**src/logic/dma_params.svh**
```systemverilog
`ifndef DMA_PARAMS_SVH
`define DMA_PARAMS_SVH

// Command table depth and index width
`define DMA_CMD_COUNT   8
`define DMA_CMD_IDX_W   3

// Datapath widths
`define DMA_DATA_W      32
`define DMA_ADDR_W      32

// Word counts and FIFO block sizes
`define DMA_COUNT_W     24

// Byte step per word moved
`define DMA_WORD_BYTES  4

`endif
```
**src/logic/dma_pkg.sv**
```systemverilog
`include "dma_params.svh"

package dma_pkg;

  typedef logic [`DMA_ADDR_W-1:0]    addr_t;
  typedef logic [`DMA_DATA_W-1:0]    data_t;
  typedef logic [`DMA_COUNT_W-1:0]   count_t;
  typedef logic [`DMA_CMD_IDX_W-1:0] cmd_idx_t;

  typedef struct packed {
    logic src_inc;
    logic src_dec;
    logic src_reload;
    logic dst_inc;
    logic dst_dec;
    logic dst_reload;
    logic halt;
  } cmd_flags_t;

  typedef struct packed {
    addr_t      src_addr;
    addr_t      dst_addr;
    count_t     count;
    cmd_flags_t flags;
    cmd_idx_t   next;
  } dma_cmd_t;

  typedef struct packed {
    logic     enable;
    cmd_idx_t start_idx;
  } dma_ctrl_t;

  typedef struct packed {
    logic busy;
    logic finished;
  } dma_status_t;

  // Toward the source FIFO
  typedef struct packed {
    logic  activate;
    logic  strobe;
    addr_t address;
    logic  addr_inc;
    logic  addr_dec;
  } src_req_t;

  // Toward the sink FIFO
  typedef struct packed {
    logic  activate;
    logic  strobe;
    data_t data;
    addr_t address;
    logic  addr_inc;
    logic  addr_dec;
  } snk_req_t;

  typedef enum logic [2:0] {
    IDLE,
    SETUP_CHANNEL,
    SETUP_COMMAND,
    ACTIVE,
    END_COMMAND,
    FINISHED
  } chan_state_e;

endpackage

```
**src/logic/dma_top.sv**
```systemverilog
`timescale 1ns/1ns

module dma_top (
  input  logic                 clk,
  input  logic                 rst,
  input  dma_pkg::dma_ctrl_t   i_ctrl,
  input  logic                 i_cmd_we,
  input  dma_pkg::cmd_idx_t    i_cmd_idx,
  input  dma_pkg::dma_cmd_t    i_cmd,
  output dma_pkg::dma_status_t o_status,
  input  logic                 i_src_ready,
  input  dma_pkg::count_t      i_src_size,
  input  dma_pkg::data_t       i_src_data,
  output dma_pkg::src_req_t    o_src,
  input  logic                 i_snk_ready,
  input  dma_pkg::count_t      i_snk_size,
  output dma_pkg::snk_req_t    o_snk
);

  dma_pkg::cmd_idx_t   cur_idx;
  dma_pkg::dma_cmd_t   cur_cmd;
  dma_pkg::addr_t      src_addr;
  dma_pkg::addr_t      dst_addr;
  dma_pkg::cmd_flags_t step;
  logic                src_credit;
  logic                snk_credit;
  logic                en;
  logic                xfer;
  logic                close_snk;

  dma_cmd_table u_cmd_table (
    .clk    (clk),
    .rst    (rst),
    .i_we   (i_cmd_we),
    .i_widx (i_cmd_idx),
    .i_wcmd (i_cmd),
    .i_ridx (cur_idx),
    .o_rcmd (cur_cmd)
  );

  dma_channel u_channel (
    .clk          (clk),
    .rst          (rst),
    .i_ctrl       (i_ctrl),
    .i_cmd        (cur_cmd),
    .o_cmd_idx    (cur_idx),
    .i_src_credit (src_credit),
    .i_snk_credit (snk_credit),
    .o_en         (en),
    .o_xfer       (xfer),
    .o_close_snk  (close_snk),
    .o_src_addr   (src_addr),
    .o_dst_addr   (dst_addr),
    .o_src_step   (step),
    .o_status     (o_status)
  );

  dma_src_port u_src_port (
    .clk      (clk),
    .rst      (rst),
    .i_en     (en),
    .i_xfer   (xfer),
    .i_addr   (src_addr),
    .i_step   (step),
    .i_ready  (i_src_ready),
    .i_size   (i_src_size),
    .o_credit (src_credit),
    .o_req    (o_src)
  );

  dma_snk_port u_snk_port (
    .clk      (clk),
    .rst      (rst),
    .i_en     (en),
    .i_xfer   (xfer),
    .i_close  (close_snk),
    .i_addr   (dst_addr),
    .i_step   (step),
    .i_data   (i_src_data),
    .i_ready  (i_snk_ready),
    .i_size   (i_snk_size),
    .o_credit (snk_credit),
    .o_req    (o_snk)
  );

endmodule

```
**src/logic/dma_snk_port.sv**
```systemverilog
`timescale 1ns/1ns

module dma_snk_port (
  input  logic                clk,
  input  logic                rst,
  input  logic                i_en,
  input  logic                i_xfer,
  input  logic                i_close,
  input  dma_pkg::addr_t      i_addr,
  input  dma_pkg::cmd_flags_t i_step,
  input  dma_pkg::data_t      i_data,
  input  logic                i_ready,
  input  dma_pkg::count_t     i_size,
  output logic                o_credit,
  output dma_pkg::snk_req_t   o_req
);

  logic            open_q;
  logic            opening;
  dma_pkg::count_t cnt;
  dma_pkg::count_t cnt_nxt;
  dma_pkg::count_t size_q;
  dma_pkg::addr_t  addr_q;
  logic            inc_q;
  logic            dec_q;

  assign o_credit = open_q && (cnt < size_q);
  assign cnt_nxt  = cnt + dma_pkg::count_t'(i_xfer && o_credit);
  // No new block while a command is closing
  assign opening  = i_en && !i_close && !open_q && i_ready;

  always_ff @(posedge clk) begin
    if (rst) begin
      open_q <= 1'b0;
      cnt    <= '0;
    end else if (!i_en || i_close) begin
      // Partial block released at command end
      open_q <= 1'b0;
    end else if (!open_q) begin
      if (opening) begin
        open_q <= 1'b1;
        cnt    <= '0;
      end
    end else begin
      cnt <= cnt_nxt;
      if (cnt_nxt >= size_q) begin
        open_q <= 1'b0;
      end
    end
  end

  always_ff @(posedge clk) begin
    if (opening) begin
      size_q <= i_size;
      addr_q <= i_addr;
      inc_q  <= i_step.dst_inc;
      dec_q  <= i_step.dst_dec;
    end
  end

  // Head word of the source goes out with the strobe
  assign o_req = '{activate: open_q, strobe: i_xfer && o_credit, data: i_data,
                   address: addr_q, addr_inc: inc_q, addr_dec: dec_q};

endmodule

```
**src/logic/dma_src_port.sv**
```systemverilog
`timescale 1ns/1ns

module dma_src_port (
  input  logic                clk,
  input  logic                rst,
  input  logic                i_en,
  input  logic                i_xfer,
  input  dma_pkg::addr_t      i_addr,
  input  dma_pkg::cmd_flags_t i_step,
  input  logic                i_ready,
  input  dma_pkg::count_t     i_size,
  output logic                o_credit,
  output dma_pkg::src_req_t   o_req
);

  logic            open_q;
  dma_pkg::count_t cnt;
  dma_pkg::count_t cnt_nxt;
  dma_pkg::count_t size_q;
  dma_pkg::addr_t  addr_q;
  logic            inc_q;
  logic            dec_q;

  assign o_credit = open_q && (cnt < size_q);
  assign cnt_nxt  = cnt + dma_pkg::count_t'(i_xfer && o_credit);

  always_ff @(posedge clk) begin
    if (rst) begin
      open_q <= 1'b0;
      cnt    <= '0;
    end else if (!i_en) begin
      open_q <= 1'b0;
    end else if (!open_q) begin
      if (i_ready) begin
        open_q <= 1'b1;
        cnt    <= '0;
      end
    end else begin
      cnt <= cnt_nxt;
      // Last credit spent
      if (cnt_nxt >= size_q) begin
        open_q <= 1'b0;
      end
    end
  end

  // Block parameters latched at activation
  always_ff @(posedge clk) begin
    if (i_en && !open_q && i_ready) begin
      size_q <= i_size;
      addr_q <= i_addr;
      inc_q  <= i_step.src_inc;
      dec_q  <= i_step.src_dec;
    end
  end

  assign o_req = '{activate: open_q, strobe: i_xfer && o_credit, address: addr_q,
                   addr_inc: inc_q, addr_dec: dec_q};

endmodule

```
**src/logic/dma_channel.sv**
```systemverilog
`timescale 1ns/1ns
`include "dma_params.svh"

module dma_channel (
  input  logic                 clk,
  input  logic                 rst,
  input  dma_pkg::dma_ctrl_t   i_ctrl,
  input  dma_pkg::dma_cmd_t    i_cmd,
  output dma_pkg::cmd_idx_t    o_cmd_idx,
  input  logic                 i_src_credit,
  input  logic                 i_snk_credit,
  output logic                 o_en,
  output logic                 o_xfer,
  output logic                 o_close_snk,
  output dma_pkg::addr_t       o_src_addr,
  output dma_pkg::addr_t       o_dst_addr,
  output dma_pkg::cmd_flags_t  o_src_step,
  output dma_pkg::dma_status_t o_status
);

  dma_pkg::chan_state_e state;
  dma_pkg::cmd_idx_t    cur_idx;
  dma_pkg::count_t      moved;
  dma_pkg::count_t      moved_nxt;
  dma_pkg::addr_t       src_addr_q;
  dma_pkg::addr_t       dst_addr_q;
  logic                 busy_q;
  logic                 finished_q;

  function automatic dma_pkg::addr_t step_addr(dma_pkg::addr_t a, logic inc, logic dec);
    dma_pkg::addr_t r;
    r = a;
    if (inc) begin
      r = a + dma_pkg::addr_t'(`DMA_WORD_BYTES);
    end else if (dec) begin
      r = a - dma_pkg::addr_t'(`DMA_WORD_BYTES);
    end
    return r;
  endfunction

  // Ports run from command setup through command end
  assign o_en = i_ctrl.enable &&
                (state == dma_pkg::SETUP_COMMAND || state == dma_pkg::ACTIVE ||
                 state == dma_pkg::END_COMMAND);

  assign o_xfer = (state == dma_pkg::ACTIVE) && i_src_credit && i_snk_credit &&
                  (moved != i_cmd.count);

  assign o_close_snk = (state == dma_pkg::END_COMMAND);
  assign moved_nxt   = moved + dma_pkg::count_t'(o_xfer);

  // During setup a port that opens must already see the reloaded address
  assign o_src_addr = (state == dma_pkg::SETUP_COMMAND && i_cmd.flags.src_reload) ?
                      i_cmd.src_addr : src_addr_q;
  assign o_dst_addr = (state == dma_pkg::SETUP_COMMAND && i_cmd.flags.dst_reload) ?
                      i_cmd.dst_addr : dst_addr_q;

  assign o_src_step = i_cmd.flags;
  assign o_cmd_idx  = cur_idx;
  assign o_status   = '{busy: busy_q, finished: finished_q};

  always_ff @(posedge clk) begin
    if (rst) begin
      state      <= dma_pkg::IDLE;
      cur_idx    <= '0;
      moved      <= '0;
      busy_q     <= 1'b0;
      finished_q <= 1'b0;
    end else if (!i_ctrl.enable && state != dma_pkg::IDLE) begin
      // Enable dropped, ports release their blocks
      state      <= dma_pkg::IDLE;
      busy_q     <= 1'b0;
      finished_q <= 1'b0;
    end else begin
      case (state)
        dma_pkg::IDLE: begin
          if (i_ctrl.enable) begin
            state   <= dma_pkg::SETUP_CHANNEL;
            busy_q  <= 1'b1;
            cur_idx <= i_ctrl.start_idx;
          end
        end
        dma_pkg::SETUP_CHANNEL: begin
          state <= dma_pkg::SETUP_COMMAND;
        end
        dma_pkg::SETUP_COMMAND: begin
          moved <= '0;
          state <= dma_pkg::ACTIVE;
        end
        dma_pkg::ACTIVE: begin
          moved <= moved_nxt;
          if (moved_nxt == i_cmd.count) begin
            state <= dma_pkg::END_COMMAND;
          end
        end
        dma_pkg::END_COMMAND: begin
          if (i_cmd.flags.halt) begin
            state      <= dma_pkg::FINISHED;
            finished_q <= 1'b1;
          end else begin
            cur_idx <= i_cmd.next;
            state   <= dma_pkg::SETUP_COMMAND;
          end
        end
        // FINISHED waits here for enable to fall
        default: ;
      endcase
    end
  end

  // Address engine
  always_ff @(posedge clk) begin
    case (state)
      dma_pkg::SETUP_CHANNEL: begin
        src_addr_q <= i_cmd.src_addr;
        dst_addr_q <= i_cmd.dst_addr;
      end
      dma_pkg::SETUP_COMMAND: begin
        src_addr_q <= o_src_addr;
        dst_addr_q <= o_dst_addr;
      end
      dma_pkg::ACTIVE: begin
        if (o_xfer) begin
          src_addr_q <= step_addr(src_addr_q, i_cmd.flags.src_inc, i_cmd.flags.src_dec);
          dst_addr_q <= step_addr(dst_addr_q, i_cmd.flags.dst_inc, i_cmd.flags.dst_dec);
        end
      end
      default: ;
    endcase
  end

endmodule

```
**src/logic/dma_cmd_table.sv**
```systemverilog
`timescale 1ns/1ns
`include "dma_params.svh"

module dma_cmd_table (
  input  logic                clk,
  input  logic                rst,
  input  logic                i_we,
  input  dma_pkg::cmd_idx_t   i_widx,
  input  dma_pkg::dma_cmd_t   i_wcmd,
  input  dma_pkg::cmd_idx_t   i_ridx,
  output dma_pkg::dma_cmd_t   o_rcmd
);

  dma_pkg::dma_cmd_t cmd_mem [`DMA_CMD_COUNT];

  // Host writes land at the next edge
  always_ff @(posedge clk) begin
    if (rst) begin
      for (int i = 0; i < `DMA_CMD_COUNT; i++) begin
        cmd_mem[i] <= '0;
      end
    end else if (i_we) begin
      cmd_mem[i_widx] <= i_wcmd;
    end
  end

  // Channel sees its current entry without a cycle of delay
  assign o_rcmd = cmd_mem[i_ridx];

endmodule

```
**config.mk**
```make
export PLATFORM = sky130hd
export DESIGN_NAME = dma_top
export DESIGN_NICKNAME = d
export VERILOG_FILES = /design/src/logic/dma_pkg.sv /design/src/logic/dma_top.sv /design/src/logic/dma_snk_port.sv /design/src/logic/dma_src_port.sv /design/src/logic/dma_channel.sv /design/src/logic/dma_cmd_table.sv
export VERILOG_INCLUDE_DIRS = /design/src /design/src/logic
export SDC_FILE = /design/constraint.sdc
export NUM_CORES = 2
export LEC_CHECK = 0
export BUFFER_PORTS_ARGS = -buffer_cell sky130_fd_sc_hd__clkbuf_2
export CORE_MARGIN = 2
export CORE_UTILIZATION = 58
export CTS_CLUSTER_SIZE = 8
export DETAILED_ROUTE_END_ITERATION = 10
export GPL_TIMING_DRIVEN = 0
export PLACE_DENSITY = 0.78
export SLEW_MARGIN = 20
export SYNTH_ARGS = -nofsm -noshare
export SYNTH_HDL_FRONTEND = slang
export SYNTH_SLANG_ARGS = --single-unit
export TNS_END_PERCENT = 1
```
**constraint.sdc**
```tcl
create_clock -name clk -period 16.5 [get_ports clk]
set_input_delay 0.825 -clock clk [delete_from_list [all_inputs] [get_ports clk]]
set_output_delay 0.825 -clock clk [all_outputs]
set_load 0.05 [all_outputs]
```
==> reports/results.txt <==
The number of DRC markers in iteration 0 was 4,547; the count of unresolved DRC violations after routing was 0. For this run, the leading register cell type out of synthesis is sky130_fd_sc_hd__edfxtp_1. Routability-driven placement finished with a final weighted congestion of 0.9748. The synthesis-stage register bit count works out to 1,049.

Post-detailed-placement half-perimeter wirelength: 100,800 um. The floorplan has 110 rows. The headroom to the max-slew limit was 0.1975; the number of H-tree branching levels was 4. The depth of the worst register-to-register path works out to 24. The number of hold buffers added after CTS was 0. Kind of path behind the tightest hold check: in2reg. For the count of final max-slew check failures, the log shows 0.

For the worst setup path, the data arrival time is 7.65 ns. The count of final hold-check violations is 0, and the number of global-route vias before repair is 35,112. For this run, the number of Yosys warnings is 0.

The clock skew is 0.04741 ns, and the chip width is 304.4 um. The final routed wire length divided by cell count works out to 26.67 um. The clock sink total came out at 1,049. The final worst setup slack is 9.513 ns, and the share of post-route cells with drive strength above 1 is 0.1987. The most common library cell in the layout ignoring fill and taps is sky130_fd_sc_hd__edfxtp_1.

The tools report the first-pass GRT wire length as 220,300 um. The net count after synthesis is 4,254. The mean number of vias per cell is 6.309. The top cell types in the final layout, fill and taps aside, are sky130_fd_sc_hd__edfxtp_1, sky130_fd_sc_hd__and2_1, sky130_fd_sc_hd__clkbuf_2.

The tools report the number of cells upsized or downsized after cts as 0. The total overflow left after global routing is 0. The average cell area after synthesis was 13.40 um2; the total I/O pin count was 296. The routed design uses 68,560 um of met2 wire. TritonCTS built the clock tree. From synthesis to final layout, the design area changed by 15.10%.

The startpoint kind of the worst setup timing path was a register. The tools report the final instance area as 0.06025 mm2. The switching fraction of total power came out at 0.3245. Setup repair after global routing left no endpoint under its margin.

For the worst-skew pair, the clock arrives at the later sink with an insertion delay of 0.78 ns. For the sum of negative setup slack, the log shows 0 ns. The detail route stage leaves a number of antenna-violating nets equal to 0. In this run the critical register-to-register path is captured at u_snk_port.open_q$_SDFF_PP0_.

The worst slack at placement came out at 9.780 ns. The logs give 0.5834 for the initial core utilization and 4,705 for the number of nets at the end of the flow. The proportion of register bits with asynchronous set or reset after synthesis was 0; the proportion of power drawn by the clock network was 0.325. The transition time at the pin with the least slew margin is 1.204 ns. In the detailed route, the total length drawn on met3 is 18,560 um. The clock tree root driver cell is sky130_fd_sc_hd__clkbuf_16.

The total power per unit cell area came out at 144.2 mW/mm2. The detailed router put a total of 55,730 um of wire on met1. The largest net degree at the start of global routing came out at 55.

Based on the critical path, the design can be clocked at up to 143.1 MHz. The run gives 17.16 ns as the required time of the critical path. The critical path in this run is classified as reg2reg.

The net switching power was 0.002818 W. The cell area after technology mapping was 0.05235 mm2; the cell leakage power was 22.46 nW. After clock tree synthesis, the clock-pin slew on the worst setup and hold paths is 0.05 ns. The count of cell types in the netlist was 79. The smallest clock period supported by the final layout is computed as 6.987 ns. The worst register-to-register path has a setup slack of 9.51 ns. The tools report the combinational power share as 0.289. The tools report the maximum buffer depth of the clock tree as 3.

For the vias after detailed routing, the log shows 35,284. The tools report the sort of element at the end of the critical path as a register. The worst hold path startpoint was i_snk_size[20]. The cell count after synthesis was 3,906; the share of synthesized area occupied by flip-flops and latches was 0.5855.

The run finished with clean final reports. For this run, the detailed router's first-pass iteration total came to 6. The vertical die dimension was 304.4 um; the core box area was 0.08974 mm2.

For the number of failing setup endpoints in the final timing report, the log shows 0. Cell internal power was estimated by the tool at 0.005867 W. The global router's overall resource usage came out at 0.3217. The count of buffers inserted at the top-level ports is 262. The highest metal layer used by the detailed router is met5. The logs give 149,200 um for the routed wire length and 150 for the number of buffers added by the clock tree synthesis step. Post-route fraction of the period consumed by the critical path: 0.4235. For hold timing, the worst endpoint is u_snk_port.size_q[20]$_DFFE_PP_.

Proportion of power drawn by flip-flops and latches: 0.386. The logs give 0.09267 mm2 for the overall die area and 27 for the initial antenna violation count. The number of setup buffers added after CTS was 0; the count of flip-flops with a built-in enable after synthesis was 964. VDD sags by at most 0.1299 mV.

The final hold slack was 0.2307 ns. The number of instances on the worst hold path works out to 1. In this run the cell area measured after placement is 0.05597 mm2. Along the worst path, the maximum fanout reaches 10. The count of maximum capacitance violations is 0.
-- synthesized netlist by cell type, drive strengths merged, types with 11 or more instances --
| cell type | number | area [um2] |
|---|---|---|
| and2 | 793 | 4961 |
| a21oi | 148 | 740.7 |
| buf | 97 | 670.6 |
| dfxtp | 85 | 1702 |
| mux4 | 174 | 3949 |
| o22ai | 15 | 93.84 |
| o21ai | 103 | 515.5 |
| or2 | 11 | 68.82 |
| a221oi | 21 | 209.0 |
| mux2i | 67 | 686.9 |
| nor2 | 199 | 747.0 |
| xnor2 | 71 | 621.9 |
| a21o | 58 | 435.4 |
| edfxtp | 964 | 28950 |
| xor2 | 55 | 481.7 |
| a211oi | 13 | 97.59 |
| a22oi | 59 | 442.9 |
| nand3 | 49 | 245.2 |
| nand2b | 21 | 131.4 |
| and3 | 38 | 237.7 |
| mux2 | 113 | 1272 |
| nand4 | 26 | 162.7 |
| nand2 | 123 | 461.7 |
| nor3 | 45 | 230.2 |
| a31oi | 12 | 75.07 |
| clkbuf | 156 | 585.6 |
| ha | 156 | 1952 |
| inv | 73 | 274.0 |
| nor2b | 15 | 93.84 |
| o221ai | 12 | 105.1 |
-- per-stage QoR --
stage          power, W  cells  utilization
3_5_place_dp   0.005823   5381       0.6237
5_1_grt        0.008993   5591       0.6714
2_1_floorplan  0.005042   3906            -
4_1_cts        0.008632   5580       0.6711
3_3_place_gp   0.005734   5344       0.6144
6_report       0.008685   5593       0.6714
-- worst max path at each step --
stage                                    endpoint  slack (ns)  cells after the start
6_report             u_snk_port.open_q$_SDFF_PP0_        9.51                     24
5_1_grt              u_snk_port.open_q$_SDFF_PP0_        9.17                     25
4_1_cts              u_snk_port.open_q$_SDFF_PP0_        9.71                     24
3_5_place_dp         u_snk_port.open_q$_SDFF_PP0_        9.78                     25
3_3_place_gp   u_channel.src_addr_q[28]$_DFFE_PP_        6.95                     17
2_1_floorplan  u_channel.src_addr_q[28]$_DFFE_PP_       10.33                     18
-- sequential cells by signal, indices dropped and copies added, names as in the netlist, named ones only --
name,count
u_src_port.inc_q,1
u_src_port.addr_q,32
u_src_port.cnt,24
u_channel.moved,24
u_snk_port.addr_q,32
u_channel.dst_addr_q,32
u_cmd_table.cmd_mem,784
u_snk_port.size_q,24
u_src_port.dec_q,1
u_snk_port.dec_q,1
u_snk_port.open_q,1
u_snk_port.inc_q,1
u_channel.src_addr_q,32
u_channel.state,3
u_channel.finished_q,1
u_channel.o_cmd_idx,3
u_src_port.size_q,24
u_channel.busy_q,1
u_snk_port.cnt,24
u_src_port.open_q,1
-- critical path, stage by stage (launching register included) --
cell and delay, ns:
sky130_fd_sc_hd__dfxtp_1 0.42, sky130_fd_sc_hd__buf_2 0.36, sky130_fd_sc_hd__buf_2 0.49, sky130_fd_sc_hd__mux4_2 0.41, sky130_fd_sc_hd__mux2i_1 0.46, sky130_fd_sc_hd__xor2_1 0.23
sky130_fd_sc_hd__nand3_1 0.13, sky130_fd_sc_hd__nor4_1 0.05, sky130_fd_sc_hd__nand3_1 0.16, sky130_fd_sc_hd__and3_1 0.31, sky130_fd_sc_hd__ha_1 0.23, sky130_fd_sc_hd__ha_1 0.25
sky130_fd_sc_hd__nand3_1 0.17, sky130_fd_sc_hd__nor3_1 0.75, sky130_fd_sc_hd__and3_1 0.33, sky130_fd_sc_hd__and3_1 0.17, sky130_fd_sc_hd__clkbuf_1 0.22, sky130_fd_sc_hd__nand3_1 0.13
sky130_fd_sc_hd__xnor2_1 0.22, sky130_fd_sc_hd__ha_1 0.28, sky130_fd_sc_hd__a21o_1 0.16, sky130_fd_sc_hd__a211oi_1 0.23, sky130_fd_sc_hd__a21oi_1 0.08, sky130_fd_sc_hd__or3_1 0.31
sky130_fd_sc_hd__o41ai_1 0.29
-- metal layers --
| layer | up-vias | global-route usage |
|---|---|---|
| met2 | 2177 | 0.4950 |
| met1 | 17311 | 0.4287 |
| met3 | 390 | 0.09555 |
| met4 | 26 | 0.1362 |
| met5 | - | 0 |
| li1 | 15380 | - |
-- cells by family after synthesis --
kind of cell | count (synthesis) | share of synthesized area
AO/OA/AOI/OAI | 526 | 0.06594
XOR/XNOR | 128 | 0.02197
adder cells (fa/ha/maj) | 158 | 0.03805
buffers and inverters | 326 | 0.02923
flip-flops | 1049 | 0.5855
multiplexers | 354 | 0.1129
AND/OR/NAND/NOR | 1365 | 0.1464
-- power groups by stage --
stage	Combinational (W)	Clock, W	Sequential [W]
6_report	0.00251	0.00283	0.00335
3_3_place_gp	0.00234	0	0.00340
5_1_grt	0.00268	0.00294	0.00337
3_5_place_dp	0.00243	0	0.00339
2_1_floorplan	0.00162	0	0.00342
4_1_cts	0.00245	0.00283	0.00335
-- cell type report --
type,count,area [um2]
diodes,13,32.53
plain buffers,253,1256
clock buffers,182,3926
clock inverters,17,322.8
fillers,6214,29490
inverters,73,274.0
multi-input cells,2531,20250
flip-flops and latches,1049,30650
well taps,1176,1471
repair buffers,299,2069
Note: power is estimated with default switching activity, not from simulation.
